`src/logic/l2_macros.svh`:
```
// geometry is fixed at 4 ways and sizes must be powers of two for the address split
`ifndef L2_MACROS_SVH
`define L2_MACROS_SVH

////////////////////////////////////////////////////////////////////////////
// cache geometry
////////////////////////////////////////////////////////////////////////////

`define L2_WORD_W        32           // data word width in bits

`define L2_BLOCK_WORDS   4            // words per block

`define L2_ASSOC         4            // ways per set

`define L2_SETS          8            // sets in the cache

////////////////////////////////////////////////////////////////////////////
// address map
////////////////////////////////////////////////////////////////////////////

// every access at or above this address bypasses the cache
`define L2_NONCACHE_BASE 32'h8000_0000

`endif

```
`src/logic/l2_pkg.sv`:
```
// field widths follow the geometry macros and assume a 32-bit byte address
`include "l2_macros.svh"

package l2_pkg;

    ////////////////////////////////////////////////////////////////////////////
    // bus vectors
    ////////////////////////////////////////////////////////////////////////////

    typedef logic [`L2_WORD_W-1:0]   word_t;
    typedef logic [31:0]             addr_t;     // byte address
    typedef logic [`L2_WORD_W/8-1:0] byte_en_t;  // one bit per byte lane

    ////////////////////////////////////////////////////////////////////////////
    // address fields and way numbers
    ////////////////////////////////////////////////////////////////////////////

    typedef logic [$clog2(`L2_SETS)-1:0]        set_idx_t;   // addr bits 6..4
    typedef logic [$clog2(`L2_BLOCK_WORDS)-1:0] word_idx_t;  // addr bits 3..2
    typedef logic [$clog2(`L2_ASSOC)-1:0]       way_t;

    // tag is what is left above set, word and byte offset
    typedef logic [31-$clog2(`L2_SETS)-$clog2(`L2_BLOCK_WORDS)-2:0] tag_t;

    // miss sequencer
    typedef enum logic [1:0] {
        IDLE,       // hits and pass-through complete here
        WRITEBACK,  // dirty victim goes out word by word
        FETCH       // new block comes in word by word
    } l2_state_t;

endpackage

```
`src/logic/l2_replacement.sv`:
```
// true lru for 4 ways and the order only changes on touch so the victim holds through a miss
`timescale 1ns/1ps
`include "l2_macros.svh"

module l2_replacement (
    input  logic          CLK,
    input  logic          nRST,
    input  l2_pkg::addr_t proc_addr,
    input  logic          touch,
    input  l2_pkg::way_t  touch_way,
    output l2_pkg::way_t  victim_way
);
    import l2_pkg::*;

    way_t     order [`L2_SETS][`L2_ASSOC];  // least recent first
    way_t     next_order [`L2_ASSOC];
    set_idx_t set_idx;
    logic     shift;

    assign set_idx    = proc_addr[2 + $bits(word_idx_t) +: $bits(set_idx_t)];
    assign victim_way = order[set_idx][0];

    // pull touched way out and append it at the tail
    always_comb begin
        shift = 1'b0;
        for (int i = 0; i < `L2_ASSOC - 1; i++) begin
            if (order[set_idx][i] == touch_way) begin
                shift = 1'b1;
            end
            next_order[i] = shift ? order[set_idx][i+1] : order[set_idx][i];
        end
        next_order[`L2_ASSOC-1] = touch_way;
    end

    always_ff @(posedge CLK, negedge nRST) begin
        if (!nRST) begin
            for (int s = 0; s < `L2_SETS; s++) begin
                for (int i = 0; i < `L2_ASSOC; i++) begin
                    order[s][i] <= way_t'(i);  // way 0 is first victim
                end
            end
        end else if (touch) begin
            for (int i = 0; i < `L2_ASSOC; i++) begin
                order[set_idx][i] <= next_order[i];
            end
        end
    end

    for (genvar s = 0; s < `L2_SETS; s++) begin : g_perm_check
        logic [`L2_ASSOC-1:0] seen;

        always_comb begin
            seen = '0;
            for (int i = 0; i < `L2_ASSOC; i++) begin
                seen[order[s][i]] = 1'b1;
            end
        end

        assert property (@(posedge CLK) disable iff (!nRST) &seen)
            else $error("lru order of set %0d lost a way", s);
    end

endmodule

```
`config.mk`:
```
export PLATFORM = sky130hd
export DESIGN_NAME = l2_replacement
export DESIGN_NICKNAME = d
export VERILOG_FILES = /design/src/logic/l2_pkg.sv /design/src/logic/l2_replacement.sv
export VERILOG_INCLUDE_DIRS = /design/src /design/src/logic
export SDC_FILE = /design/constraint.sdc
export NUM_CORES = 1
export LEC_CHECK = 0
export BUFFER_PORTS_ARGS = -buffer_cell sky130_fd_sc_hd__buf_2
export CAP_MARGIN = 25
export CORE_UTILIZATION = 40
export DETAILED_ROUTE_END_ITERATION = 8
export PLACE_DENSITY = 0.66
export SLEW_MARGIN = 20
export SYNTH_ARGS = -nofsm -noshare
export SYNTH_HDL_FRONTEND = slang
export SYNTH_SLANG_ARGS = --single-unit
```
`constraint.sdc`:
```
create_clock -name CLK -period 4 [get_ports CLK]
set_clock_uncertainty 0.2 [all_clocks]
set_input_delay 0.2 -clock CLK [delete_from_list [all_inputs] [get_ports CLK]]
set_output_delay 0.2 -clock CLK [all_outputs]
set_load 0.01 [all_outputs]
```
==> results.ini <==
[run_status]
outcome=finished, final reports clean

[worst_hold_path]
hold_depth=3
holdCritPathClass=input pin to register
min_from=touch_way[0]

[setup_path]
reg2regPathDepth=7
slowest_delay_ns=0.82
required_ns=4.00
end_kind=register
crit_start=order[36]
path_cells=mux2i_1 > a211oi_1 > nor4_2 > a21oi_1 > mux4_2 > o21ai_1 > o21ai_0
r2r-start=order[36]
start_kind=register
worstPathArrival_ns=3.09
criticalPathCategory=register to register
critPathSlowestCell=nor4_2
critPathMaxFanout=9

[final_layout]
n_fill_cell=787
multi_input_area_um2=1660
layout_common_cells=nand2_1, dfstp_2, dfrtp_1
largest_reg_flops=64
final_common_cell=nand2_1
finalNetCount=407
stdcell_area_um2=3710
fin_cells=480
drive_gt1_frac=0.232
antenna_cells=0
reg_top3=order (64)
register_area_um2=1640
regMostFlops=order
areaGrowthSynthToFinish_pct=8.36

[power]
switching_share=0.354
p_per_area_nw_per_um2=600
clockPowerShare=0.215
p_int_w=0.00144
power_frac_comb=0.321
leakagePower_nw=1.53
power_frac_seq=0.463
ir_drop_mv=0.143
p_sw_w=0.000788

[drt]
wl_per_cell_um=16.4
drt_iter0_drc=161
wl_um=7880
dr.pass1.iters=4
vias=2690
antenna_left=0
avgViaCountPerCell=5.60
drc=0

[placed_design]
gp_congestion=0.786
dp_hpwl_um=5550
port_buffers=9
dpl_cell_area_um2=3530
dp_cells=463

[floorplan]
row_count=33
coreArea_um2=8260
start_util=0.415
fp.dieArea_um2=8940
ioPinCount=39
fp.dieH_um=94.5
dieWidth_um=94.5

[clock_tree]
cts_buffer_depth=2
ctsResizeCount=0
cts-root-buf=clkbuf_8
path_clk_slew_ns=0.07
cts_tree=built
clock_latency_ns=0.35
cts_made_buffers=9
cts_sinks=64
cts.htree.levels=3

[synth]
synth_edf_count=0
async_flop_share=1.00
yosys_register_bits=64
synth_cell_types=52
synth_largest_area_cell=dfstp_2
synth-seq-area-share=0.479
synth_top_cell_area_share=0.245
synth_nets=404
synth.avg_cell_area_um2=9.33
yosysWarnings=0
synth_ff_type=dfstp_2
syn-cell-area_um2=3430
netlist_instances=367
synthTopCellsByArea=dfstp_2, dfrtp_1, nand2_1

[grt]
overflow=0
busiest_layer=met2
use_met2=0.322
track_usage=0.198
grt_pass1_vias=2540
antenna_found_initial=0
grt_pass1_wl_um=13300
met3_usage=0.0427
grt_max_degree=35
use_met1=0.263

[sta]
rsz0062_at_grt=no
drv_slew=0
finalCritPeriodShare=0.772
slew-limit-headroom=0.410
period_needed_ns=3.09
fmax_mhz=324
finalSetupViolCount=0
hold_violations=0
worst_pin_slew_ns=0.878
finalSetupTns_ns=0

[flow_run]
drv_cap=0

==> critical path, delay by kind of cell (launching register included) <==
| kind | cells | cell delay (ns) |
|---|---|---|
| compound gates | 4 | 0.92 |
| flops | 1 | 0.37 |
| mux | 2 | 0.65 |
| simple gates | 1 | 0.82 |
==> repair_timing <==
| action | 4_1_cts | 5_1_grt |
|---|---|---|
| buffers inserted | 0 | 0 |
| hold buffers | 1 | 0 |
| endpoints found under the hold margin | 17 | 0 |
==> layout make-up <==
cell class | count | share of cell area
well taps | 105 | 0.0354
flip-flops and latches | 64 | 0.442
clock inverters | 7 | 0.0131
multi-input cells | 277 | 0.448
inverters | 3 | 0.00303
repair buffers | 15 | 0.0249
clock buffers | 9 | 0.0334
==> stage by stage <==
stage / utilization / total power [W] / hold slack, ns / setup slack (ns)
2_1_floorplan: - / 0.00156 / -0.296 / 1.20
3_5_place_dp: 0.427 / 0.00176 / 0.109 / 0.703
4_1_cts: 0.450 / 0.00224 / 0.0391 / 0.975
3_3_place_gp: 0.427 / 0.00172 / 0.0985 / 0.757
5_1_grt: 0.450 / 0.00238 / 0.0548 / 0.762
6_report: 0.450 / 0.00223 / 0.0525 / 0.911
==> synthesized netlist by cell type, types with 2 or more instances <==
cell type    n
nand2_1    109
dfrtp_1     32
dfstp_2     32
o21ai_0     29
nor2_1      26
o21ai_1     17
clkbuf_1    12
mux2_2       9
a31oi_1      8
mux4_2       8
buf_2        7
mux2i_1      7
nand3_1      6
o221ai_1     5
a211oi_1     4
a21oi_1      4
a22oi_1      3
inv_1        3
nand2b_1     3
nor2b_1      3
xnor2_1      3
buf_4        2
mux2_1       2
nand4b_1     2
nor4bb_1     2
o22a_1       2
xor2_1       2
==> logic make-up after synthesis <==
kind of cell | Yosys count | share of synthesized area
and+or+nand+nor | 159 | 0.196
AOI/OAI and AO/OA | 85 | 0.158
DFF | 64 | 0.479
muxes | 26 | 0.109
buffers and inverters | 26 | 0.0354
xor gates and xnor gates | 7 | 0.0223
==> path summary, 6_finish.rpt <==
check	endpoint	slack [ns]
min reg2reg	order[8]	0.26
max reg2reg	order[29]	0.91
min in group asynchronous	order[47]	0.25
min	order[0]	0.05
max	order[29]	0.91
max in group asynchronous	order[56]	2.42
==> layer usage <==
metal  part of all wire  up-vias
met4              0.017        0
met5                  0        -
li1                   -     1288
met3              0.034       11
met2               0.48       54
met1               0.46     1337
==> power by group through the flow <==
stage / Sequential (W) / Combinational [W] / Clock (W)
finish: 0.00103 / 0.000715 / 0.000480
global route: 0.00106 / 0.000800 / 0.000525
CTS: 0.00103 / 0.000718 / 0.000491
detailed placement: 0.00104 / 0.000714 / 0
global placement: 0.00103 / 0.000692 / 0
floorplan: 0.00101 / 0.000547 / 0
Note: power is estimated with default switching activity, not from simulation.
