===== config.mk =====
export PLATFORM = sky130hd
export DESIGN_NAME = l2_controller
export DESIGN_NICKNAME = d
export VERILOG_FILES = /design/src/logic/l2_pkg.sv /design/src/logic/l2_controller.sv
export VERILOG_INCLUDE_DIRS = /design/src /design/src/logic
export SDC_FILE = /design/constraint.sdc
export NUM_CORES = 1
export LEC_CHECK = 0
export BUFFER_PORTS_ARGS = -buffer_cell sky130_fd_sc_hd__buf_2
export CORE_AREA = 2 2 146 148
export CTS_CLUSTER_SIZE = 16
export DETAILED_ROUTE_END_ITERATION = 16
export DIE_AREA = 0 0 148 150
export SYNTH_ARGS = -nofsm -noshare
export SYNTH_HDL_FRONTEND = slang
export SYNTH_SLANG_ARGS = --single-unit

===== constraint.sdc =====
create_clock -name CLK -period 4.1 [get_ports CLK]
set_clock_uncertainty 0.2 [all_clocks]
set_input_delay 0.41 -clock CLK [delete_from_list [all_inputs] [get_ports CLK]]
set_output_delay 0.41 -clock CLK [all_outputs]
set_load 0.02 [all_outputs]

===== src/logic/l2_macros.svh =====
// geometry is fixed at 4 ways and sizes must be powers of two for the address split
`ifndef L2_MACROS_SVH
`define L2_MACROS_SVH

////////////////////////////////////////////////////////////////////////////
// cache geometry
////////////////////////////////////////////////////////////////////////////

`define L2_WORD_W        32           // data word width in bits

`define L2_BLOCK_WORDS   4            // words per block

`define L2_ASSOC         4            // ways per set

`define L2_SETS          8            // sets in the cache

////////////////////////////////////////////////////////////////////////////
// address map
////////////////////////////////////////////////////////////////////////////

// every access at or above this address bypasses the cache
`define L2_NONCACHE_BASE 32'h8000_0000

`endif


===== src/logic/l2_pkg.sv =====
// field widths follow the geometry macros and assume a 32-bit byte address
`include "l2_macros.svh"

package l2_pkg;

    ////////////////////////////////////////////////////////////////////////////
    // bus vectors
    ////////////////////////////////////////////////////////////////////////////

    typedef logic [`L2_WORD_W-1:0]   word_t;
    typedef logic [31:0]             addr_t;     // byte address
    typedef logic [`L2_WORD_W/8-1:0] byte_en_t;  // one bit per byte lane

    ////////////////////////////////////////////////////////////////////////////
    // address fields and way numbers
    ////////////////////////////////////////////////////////////////////////////

    typedef logic [$clog2(`L2_SETS)-1:0]        set_idx_t;   // addr bits 6..4
    typedef logic [$clog2(`L2_BLOCK_WORDS)-1:0] word_idx_t;  // addr bits 3..2
    typedef logic [$clog2(`L2_ASSOC)-1:0]       way_t;

    // tag is what is left above set, word and byte offset
    typedef logic [31-$clog2(`L2_SETS)-$clog2(`L2_BLOCK_WORDS)-2:0] tag_t;

    // miss sequencer
    typedef enum logic [1:0] {
        IDLE,       // hits and pass-through complete here
        WRITEBACK,  // dirty victim goes out word by word
        FETCH       // new block comes in word by word
    } l2_state_t;

endpackage


===== src/logic/l2_controller.sv =====
// one access in flight and the processor holds it until proc_busy drops
`timescale 1ns/1ps
`include "l2_macros.svh"

module l2_controller (
    input  logic              CLK,
    input  logic              nRST,
    input  l2_pkg::addr_t     proc_addr,
    input  l2_pkg::word_t     proc_wdata,
    input  l2_pkg::byte_en_t  proc_byte_en,
    input  logic              proc_ren,
    input  logic              proc_wen,
    output l2_pkg::word_t     proc_rdata,
    output logic              proc_busy,
    output l2_pkg::addr_t     mem_addr,
    output l2_pkg::word_t     mem_wdata,
    output l2_pkg::byte_en_t  mem_byte_en,
    output logic              mem_ren,
    output logic              mem_wen,
    input  l2_pkg::word_t     mem_rdata,
    input  logic              mem_busy,
    input  logic              hit,
    input  l2_pkg::way_t      hit_way,
    input  l2_pkg::word_t     hit_rdata,
    input  l2_pkg::way_t      victim_way,
    input  logic              victim_dirty,
    input  l2_pkg::tag_t      victim_tag,
    input  l2_pkg::word_t     victim_rdata,
    output l2_pkg::word_idx_t wb_word,
    output logic              hit_write,
    output logic              fill_write,
    output logic              fill_done,
    output logic              clean_victim,
    output l2_pkg::word_t     write_data,
    output l2_pkg::word_t     fill_data,
    output l2_pkg::byte_en_t  write_byte_en,
    output logic              touch,
    output l2_pkg::way_t      touch_way
);
    import l2_pkg::*;

    localparam int OFFSET_W = $bits(word_idx_t) + 2;  // word plus byte offset

    l2_state_t state, next_state;
    word_idx_t word_cnt;
    addr_t     mar;                                   // memory address register
    logic      req, noncache, miss, last_word, advance;
    set_idx_t  addr_set;
    addr_t     wb_base, fetch_base;

    assign req        = proc_ren || proc_wen;
    assign noncache   = proc_addr >= addr_t'(`L2_NONCACHE_BASE);
    assign miss       = (state == IDLE) && req && !noncache && !hit;
    assign last_word  = word_cnt == word_idx_t'(`L2_BLOCK_WORDS - 1);
    assign advance    = (state != IDLE) && !mem_busy;   // one word per free mem cycle
    assign addr_set   = proc_addr[OFFSET_W +: $bits(set_idx_t)];
    assign wb_base    = {victim_tag, addr_set, OFFSET_W'(0)};
    assign fetch_base = {proc_addr[$bits(addr_t)-1:OFFSET_W], OFFSET_W'(0)};

    assign wb_word       = word_cnt;
    assign write_data    = proc_wdata;
    assign write_byte_en = proc_byte_en;
    assign fill_data     = mem_rdata;
    assign touch_way     = hit_way;

    always_ff @(posedge CLK, negedge nRST) begin
        if (!nRST) begin
            state    <= IDLE;
            word_cnt <= '0;
        end else begin
            state <= next_state;
            if (advance) begin
                word_cnt <= last_word ? '0 : word_cnt + 1'b1;
            end
        end
    end

    always_ff @(posedge CLK) begin
        if (miss) begin
            mar <= victim_dirty ? wb_base : fetch_base;
        end else if (advance) begin
            mar <= (state == WRITEBACK && last_word) ? fetch_base : mar + addr_t'(4);
        end
    end

    ////////////////////////////////////////////////////////////////////////////
    // next state and bus steering
    ////////////////////////////////////////////////////////////////////////////

    always_comb begin
        next_state   = state;
        proc_busy    = 1'b1;
        proc_rdata   = noncache ? mem_rdata : hit_rdata;
        mem_addr     = mar;
        mem_wdata    = victim_rdata;
        mem_byte_en  = '1;                             // block moves use whole words
        mem_ren      = 1'b0;
        mem_wen      = 1'b0;
        hit_write    = 1'b0;
        fill_write   = 1'b0;
        fill_done    = 1'b0;
        clean_victim = 1'b0;
        touch        = 1'b0;
        case (state)
            IDLE: begin
                if (req && noncache) begin
                    mem_addr    = proc_addr;           // straight through to memory
                    mem_wdata   = proc_wdata;
                    mem_byte_en = proc_byte_en;
                    mem_ren     = proc_ren;
                    mem_wen     = proc_wen;
                    proc_busy   = mem_busy;
                end else if (req && hit) begin
                    proc_busy = 1'b0;
                    touch     = 1'b1;
                    hit_write = proc_wen;
                end else if (miss) begin
                    next_state = victim_dirty ? WRITEBACK : FETCH;
                end
            end
            WRITEBACK: begin
                mem_wen = 1'b1;
                if (advance && last_word) begin
                    clean_victim = 1'b1;
                    next_state   = FETCH;
                end
            end
            FETCH: begin
                mem_ren    = 1'b1;
                fill_write = advance;
                if (advance && last_word) begin
                    fill_done  = 1'b1;
                    next_state = IDLE;                 // access then completes as a hit
                end
            end
            default: next_state = IDLE;
        endcase
    end

    assert property (@(posedge CLK) disable iff (!nRST) !(proc_ren && proc_wen))
        else $error("read and write requested together");

    // replacement must not move the victim under a running miss
    assert property (@(posedge CLK) disable iff (!nRST) (state != IDLE) |-> $stable(victim_way))
        else $error("victim way changed during a miss");

endmodule


==> results of run 1 <==
registers in the layout, summed over array words and instances (netlist names):
register  flops
mar          30
state         2
wb_word       2
synth_stat cells, types with 2 or more instances:
cell / n / area share
buf_4: 70 / 0.13
o22ai_1: 14 / 0.022
buf_2: 7 / 0.0090
nor3_1: 7 / 0.0090
nor2_1: 19 / 0.018
nand4_1: 11 / 0.018
nand2_1: 16 / 0.015
inv_1: 4 / 0.0039
edfxtp_1: 30 / 0.23
a22oi_1: 9 / 0.017
xor2_1: 13 / 0.029
buf_1: 3 / 0.0029
clkbuf_1: 10 / 0.0096
a21oi_1: 16 / 0.021
xnor2_1: 14 / 0.031
o21ai_1: 6 / 0.0077
ha_1: 2 / 0.0064
nand3_1: 12 / 0.015
nand2b_1: 3 / 0.0048
and3_1: 8 / 0.013
o21ai_0: 12 / 0.015
and2_1: 3 / 0.0048
mux2_2: 96 / 0.28
nor4_2: 4 / 0.013
dfrtp_1: 4 / 0.026
or3_1: 5 / 0.0080
kinds of logic after synthesis:
family | synth area share
multiplexers | 0.277
AND/OR/NAND/NOR | 0.139
buffers and inverters | 0.163
AO/OA/AOI/OAI | 0.0970
flip-flops | 0.257
XOR/XNOR | 0.0607
adder cells (fa/ha/maj) | 0.00642
power breakdown:
part | switching (uW) | total [uW] | internal, uW
sequential | 168 | 740 | 572
clock | 154 | 439 | 284
combinational | 873 | 1480 | 607
worst max-delay path, cell delays in order, from the launching register on:
cell	delay [ns]
dfrtp_1	0.45
nor3_1	0.55
nand2_4	0.54
mux2_2	0.52
buf_2	0.17
placed cells by master (no fill, tap or decap), types with 2 or more instances in the layout:
cell type	Yosys	routed
nor2_1	19	19
buf_4	70	4
edfxtp_1	30	30
nor3_1	7	7
xor2_1	13	13
nor4_2	4	4
ha_1	2	2
or3_1	5	5
dfrtp_1	4	4
and3_1	8	8
nand3_1	12	12
a22oi_1	9	9
buf_2	7	373
a21oi_1	16	16
o22ai_1	14	14
inv_1	4	4
xnor2_1	14	14
nand4_1	11	11
mux2_2	96	96
and2_1	3	3
nand2_1	16	15
o21ai_0	12	11
clkinv_2	0	2
o21ai_1	6	6
clkbuf_16	0	5
nand2b_1	3	3
worst paths after layout:
kind	startpoint	endpoint	slack [ns]
setup / recovery	state[0]	mem_wdata[25]	0.86
hold / removal	victim_tag[24]	mar[31]	0.20
setup reg to reg	state[0]	mar[9]	1.49
hold reg to reg	wb_word[1]	wb_word[1]	0.34
max in group asynchronous	nRST	wb_word[1]	3.32
min in group asynchronous	nRST	state[1]	0.26
stage by stage:
step | util | power [uW] | cell area (um2) | hold slack, ns
after global placement | 0.267 | 2220 | 5530 | 0.0214
after detailed placement | 0.267 | 2240 | 5530 | 0.0198
after CTS | 0.276 | 2690 | 5700 | 0.189
final | 0.276 | 2660 | 5710 | 0.201
after global routing | 0.276 | 2830 | 5700 | 0.203
after floorplan | - | 1720 | 3900 | -0.0856
layout make-up:
cell class,count,share of cell area
inverters,4,0.00263
flip-flops and latches,34,0.175
repair buffers,378,0.334
clock inverters,3,0.00702
well taps,275,0.0603
clock buffers,5,0.0219
diodes,1,0.000439
multi-input cells,284,0.398
per-layer routing:
layer | part of all wire | wire length [um] | vias up | global-route usage
li1 | - | - | 2056 | -
met1 | 0.43 | 8410 | 1969 | 0.218
met2 | 0.39 | 7590 | 212 | 0.223
met3 | 0.17 | 3380 | 12 | 0.113
met4 | 0.012 | 236 | 0 | 0.0305
met5 | 0 | 0 | - | 0
timing repair:
action | CTS | global route
endpoints found under the hold margin | 4 | 0
buffers inserted | 0 | 0
hold buffers | 1 | 0
==> run metrics, run 1 <==
crit path kind register to primary output; Yosys reg bits 34; Post-Place Cells between 900 and 1,000; initial antenna violation count 1; Worst-path clk slew 0.06 ns; die width 148 um; crit path time final approximately 3.2 ns; Detailed Route WL 19.6 mm; CTS buffer count 5; Ports 380; vias per inst roughly 4.3; Synth Instances just over 400; Final Cycle Share 0.789; Clk Tree Root Cell clkbuf_16; area of the multi-input gates 2270 um2; Layout area overhead 46.4%; FP Rows 53; worst slew pin tran slightly below 0.9 ns; dpl ws between 1 and 1.5 ns; hold-critical path depth 3; setup_tns 0 ns; GRT overflow 0; CTS tree yes; headroom to the max-slew limit 0.404; outcome finished clean; GPL Wtd Cong 0.837; Main synth FF type edfxtp_1; H-tree depth 2; Power Density ~470 nW/um2; warnings from Yosys 0; insertion delay to the later sink of the worst-skew pair a little under 0.3 ns; vias in the first global route 3,967; Sequential cell area around 1000 um2; via count ~4,200; layout net count approximately 910; total track usage 0.166; largest net degree at the start of global routing 63; Final Hold Fails 0; Arrival @ worst endpoint roughly 2.6 ns; post-cts resize count 0; WP data required about 3.5 ns; Die ar. 22,200 um2; Worst Setup Start Kind register; Pre-Repair DR Iteration Count 4; Worst Hold Class input pin to register; fraction of layout cells with a size suffix above 1 0.692; Leakage roughly 0.0027 uW; max_cap viols 0; syn nets approximately 600; FILL cells about 2,300; depth of the worst register-to-register path 5; fin cells 984; wire length per cell around 20 um; Fmax achieved roughly 0.3 GHz; Longest Clk Path Bufs 2; Final WS setup about 0.86 ns; core box area 20,700 um2; DR DRC count 0; CP Capture Type primary output; post-route ant nets 0; Cell Area, Synth 3900 um2; chip height approximately 150 um; CP max FO a little over 60; setup violators final 0; ys async rst share 0.118; DPL Wire Length between 15 and 20 mm; sequential share of the synthesized area 0.257; Sink Count 34; Iteration-0 DRC Markers just under 200; initial core utilization 0.188; port buffer count about 370; first-pass GRT wire length approximately 26 mm; worst vdd ir approximately 350 uV; Post-synth EDFFs 30; Netlist cell types between 40 and 50; Max Slew Vio Count 0; Synth Area per Inst 9.44 um2; unrepaired setup endpoints after global routing no
Power figures use the tool's default switching activity.
==> run 2, diff against run 1 <==
- clock period: 4.1 -> 3.3 ns (I/O delays scaled with it)
==> run 2 against run 1 <==
Utilization barely moved; worst setup slack got worse by 0.31 ns; largest cell class unchanged; combinational power rose by 24%; clock power rose by 22%; largest power group unchanged; flip-flop and latch count did not move.
==> run metrics, run 2 (same netlist as run 1, synthesis figures left out) <==
Sw Pwr 1480 uW (+24%); CP max FO 35 (-44%); switch share 0.448 (-0.00130); max_cap viols 0 (unchanged); Crit-path slowest cell nor3_1; vias per inst 4.31 (-0.16%); DR DRC count 0 (unchanged); outcome finished clean; Top reg by flops mar; CP top delay family simple AND/OR/NAND/NOR gates; Ports 380 (unchanged); total track usage 0.168 (+0.00216); GRT overflow 0 (unchanged); insertion delay to the later sink of the worst-skew pair 0.29 ns (about the same); worst vdd ir 348 uV (-0.33%); number of flip-flops in the largest register 30 (unchanged); Cell Int Power 1820 uW (+24%); GPL Wtd Cong 0.853 (+1.9%); die width 148 um (unchanged); FP Rows 53 (unchanged); unrepaired setup endpoints after global routing no; post-route cell area 5710 um2 (+0.13%); via count 4,255 (+0.14%); # Post-CTS Setup Buffers 0 (unchanged); logic gate share of total power 0.559 (+0.002); first-pass GRT wire length 27.1 mm (+2.5%); setup violators final 0 (unchanged); clock share of power 0.163 (-0.002); Detailed Route WL 19.8 mm (+0.98%); Layout area overhead 46.6%; Die ar. 22,200 um2 (unchanged); initial core utilization 0.188 (unchanged); fin cells 987 (+0.30%); setup_tns 0 ns (unchanged); initial antenna violation count 2 (+1); Longest Clk Path Bufs 2 (unchanged); Final Hold Fails 0 (unchanged); Clk Tree Root Cell clkbuf_16; Worst Setup Start Kind register; Worst Path Buf+Inv 2 (+1); port buffer count 373 (unchanged); CP max stage delay 0.54 ns (about the same); post-route ant nets 0 (unchanged); post-cts resize count 0 (unchanged); Arrival @ worst endpoint 2.22 ns (-0.41 ns); Power Density 577 nW/um2 (+24%); fraction of layout cells with a size suffix above 1 0.693 (about the same); Placed Area 5530 um2 (about the same); core box area 20,700 um2 (unchanged); CTS buffer count 5 (unchanged); Pre-Repair DR Iteration Count 4 (unchanged); Sink Count 34 (unchanged); Fmax achieved ~0.36 GHz; Flop pwr share 0.278 (about the same); FILL cells 2,272 (+0.98%); Final Cycle Share 0.832; Leakage 0.00266 uW (about the same); Hold WS 0.134 ns (-0.0674 ns); crit path time final between 2 and 3 ns; vias in the first global route 4,071 (+2.6%); Post-Place Cells 975 (+0.10%); largest net degree at the start of global routing 41 (-35%); CTS tree yes; CP Capture Type primary output; worst slew pin tran 0.727 ns (-0.167 ns); Worst-path clk slew 0.06 ns (about the same); chip height 150 um (unchanged); wire length per cell 20.1 um (+0.68%); DPL Wire Length 17.2 mm (+2.5%); crit path kind register to primary output; Worst Hold Class input pin to register; most common cell after layout, fill and taps aside buf_2; headroom to the max-slew limit 0.514 (+0.110); H-tree depth 2 (unchanged); WP data required 2.77 ns (-0.72 ns); Iteration-0 DRC Markers 131 (-32%); most frequent cells in the layout buf_2, mux2_2, edfxtp_1; Max Slew Vio Count 0 (unchanged); Pwr Total 3290 uW (+24%); worst-path cell chain nor3_1, nand2_2, buf_4, mux2_2, buf_2; layout net count 910 (+0.11%)
[run 2: cell count changes in the layout (fill, tap and decap cells not counted), sizes merged]
cell / delta
buf: +1
diode: +2
[run 2: final timing paths]
kind,cells after the start,start,endpoint,slack [ns]
setup / recovery,5,state[0],mem_wdata[17],0.55
hold / removal,3,victim_tag[24],mar[31],0.13
setup reg to reg,5,state[0],mar[18],0.70
hold reg to reg,1,wb_word[1],wb_word[1],0.34
max in group asynchronous,2,nRST,wb_word[1],2.60
min in group asynchronous,2,nRST,state[1],0.19
[run 2: stage by stage]
stage / setup slack (ns) / utilization
after CTS: 0.565 / 0.276
after floorplan: 0.656 / -
final: 0.555 / 0.276
after detailed placement: 0.687 / 0.267
after global routing: 0.422 / 0.276
after global placement: 0.717 / 0.267
[run 2: worst register-to-register path: stages, from the launching register on]
cell and delay (ns):
dfrtp_1 0.45, nor2_1 0.38, nand3b_1 0.40, o21a_1 0.56, o22ai_1 0.29, a21oi_1 0.06
[run 2: cell type report]
cell class,instances,area [um2],share of cell area
multi-input cells,284,2270,0.397
repair buffers,379,1910,0.335
flip-flops and latches,34,1000,0.175
well taps,275,344,0.0602
clock buffers,5,125,0.0219
clock inverters,3,40.0,0.00701
inverters,4,15.0,0.00263
diodes,3,7.51,0.00131
[run 2: what timing repair did]
item	CTS	global route
hold endpoints to repair	4	0
hold buffers	1	0
setup endpoints to repair	0	0
[run 2: power by group through the flow]
| stage | registers, uW | logic, uW | clock network (uW) |
|---|---|---|---|
| after floorplan | 867 | 1270 | 0 |
| after global placement | 916 | 1840 | 0 |
| after detailed placement | 921 | 1850 | 0 |
| after CTS | 914 | 1860 | 552 |
| after global routing | 948 | 1990 | 572 |
| final | 916 | 1840 | 537 |
[run 2: per-layer routing]
layer	vias to the layer above	wire length (um)	GRT usage
li1	2052	-	-
met1	1990	8940	0.223
met5	-	0	0
met3	6	3010	0.109
met4	0	75	0.0176
met2	207	7790	0.233
==> run 3, diff against run 2 <==
- clock period: 3.3 -> 2.64 ns (I/O delays scaled with it)
==> run 3 against run 2 <==
Utilization increased by 0.61 points; final area increased by 2.2%; via count is 1.6% higher; worst setup slack got worse by 0.40 ns; register-to-register slack worse by 0.52 ns; critical endpoint is now mem_byte_en[0]; largest power group unchanged; highest routed layer is now met5.
==> run metrics, run 3 (same netlist as run 1, synthesis figures left out) <==
depth of the worst register-to-register path 6 (+1); Power Density 723 nW/um2 (+25%); headroom to the max-slew limit 0.583 (+0.0697); CP Capture Type primary output; Longest Clk Path Bufs 2 (unchanged); die width 148 um (unchanged); vias per inst 4.33 (+0.53%); Pre-Repair DR Iteration Count 4 (unchanged); via count 4,321 (+1.6%); Ports 380 (unchanged); Arrival @ worst endpoint 2.02 ns (-0.20 ns); most frequent cells in the layout buf_2, mux2_2, edfxtp_1; fraction of layout cells with a size suffix above 1 0.700 (+0.00789); layout net count 922 (+1.3%); number of flip-flops in the largest register 30 (unchanged); core box area 20,700 um2 (unchanged); outcome finished clean; Clk Tree Root Cell clkbuf_16; Fmax achieved between 0.4 and 0.5 GHz; Final Hold Fails 0 (unchanged); CTS buffer count 5 (unchanged); setup_tns 0 ns (unchanged); max_cap viols 0 (unchanged); Crit-path slowest cell dfrtp_1; initial antenna violation count 2 (unchanged); most common cell after layout, fill and taps aside buf_2; initial core utilization 0.188 (unchanged); Max Slew Vio Count 0 (unchanged); GPL Wtd Cong 0.870 (+2.0%); Final Cycle Share 0.942; CP max stage delay 0.39 ns (-0.15 ns); unrepaired setup endpoints after global routing no; post-route ant nets 0 (unchanged); WP data required 2.18 ns (-0.59 ns); GRT overflow 0 (unchanged); Worst-path clk slew 0.07 ns (about the same); Leakage 0.00274 uW (+2.7%); largest net degree at the start of global routing 31 (-24%); Layout area overhead 49.9%; Iteration-0 DRC Markers 161 (+23%); DPL Wire Length 17.1 mm (-0.37%); setup violators final 0 (unchanged); worst-path cell chain buf_4, nor2_1, buf_4, o21ai_0, or3_1, buf_2; port buffer count 373 (unchanged); crit path time final around 2.5 ns; wire length per cell 19.7 um (-2.1%); total track usage 0.167 (-0.00106); # Post-CTS Setup Buffers 0 (unchanged); crit path kind register to primary output; worst slew pin tran 0.623 ns (-0.103 ns); Detailed Route WL 19.6 mm (-1.1%); Hold WS 0.0638 ns (-0.0703 ns); Worst Setup Start Kind register; Worst Hold Class input pin to register; DR DRC count 0 (unchanged); CTS tree yes; CP max FO 7 (-80%); worst vdd ir 351 uV (+0.93%); Die ar. 22,200 um2 (unchanged); FP Rows 53 (unchanged); first-pass GRT wire length 26.8 mm (-1.2%); Sink Count 34 (unchanged); Top cell by count, worst path buf_4; Top reg by flops mar; hold-critical path depth 3 (unchanged); vias in the first global route 4,112 (+1.0%); chip height 150 um (unchanged); insertion delay to the later sink of the worst-skew pair 0.29 ns (about the same); H-tree depth 2 (unchanged)
[run 3: changes by cell type in the layout (fill, tap and decap cells not counted), sizes merged]
cell and delta:
buf +12, clkinvlp +2, diode -2, clkinv -2
[run 3: path summary, 6_finish.rpt]
| path | startpoint | to | slack (ns) |
|---|---|---|---|
| worst max register to register | state[0] | mar[9] | 0.18 |
| worst min register to register | wb_word[1] | wb_word[1] | 0.35 |
| max in group asynchronous | nRST | wb_word[1] | 2.02 |
| min in group asynchronous | nRST | state[0] | 0.11 |
| worst min-delay path | victim_tag[24] | mar[31] | 0.06 |
| worst max-delay path | state[0] | mem_byte_en[0] | 0.15 |
[run 3: cell type report]
| cell class | count | area, um2 |
|---|---|---|
| fillers | 2276 | 14800 |
| well taps | 275 | 344 |
| flip-flops and latches | 34 | 1000 |
| clock buffers | 5 | 125 |
| clock inverters | 3 | 45.0 |
| repair buffers | 391 | 2030 |
| multi-input cells | 284 | 2280 |
| diodes | 1 | 2.50 |
| inverters | 4 | 15.0 |
[run 3: timing repair]
action / CTS / global route
resized for setup: 1 / 1
hold buffers: 1 / 0
setup endpoints to repair: 52 / 4
hold endpoints to repair: 4 / 0
pin swaps: 0 / 0
[run 3: worst max-delay path: cells and delay by family (launching register included)]
family	cells	cell delay (ns)
buffers and inverters	3	0.52
and+or+nand+nor	2	0.62
AOI/OAI and AO/OA	1	0.21
DFF	1	0.39
[run 3: per-stage QoR]
step | std cells | setup WS [ns] | util | total power (uW) | cell area [um2]
after floorplan | 413 | 0.526 | - | 2670 | 3900
after global placement | 987 | 0.139 | 0.273 | 3530 | 5650
after detailed placement | 987 | 0.117 | 0.273 | 3560 | 5650
after CTS | 996 | 0.0906 | 0.282 | 4270 | 5840
after global routing | 996 | 0.0383 | 0.282 | 4500 | 5840
final | 997 | 0.152 | 0.282 | 4230 | 5840
[run 3: power breakdown]
part / switching, uW / leakage, uW / internal [uW]
registers: 245 / 0.000335 / 887
clock network: 248 / 0.0000760 / 445
logic: 1390 / 0.00232 / 1010
[run 3: layer usage]
metal	vias to the layer above	track usage	wire length, um
li1	2077	-	-
met1	2022	0.220	8880
met2	209	0.233	7740
met3	11	0.101	2810
met4	2	0.0295	154
met5	-	0	12
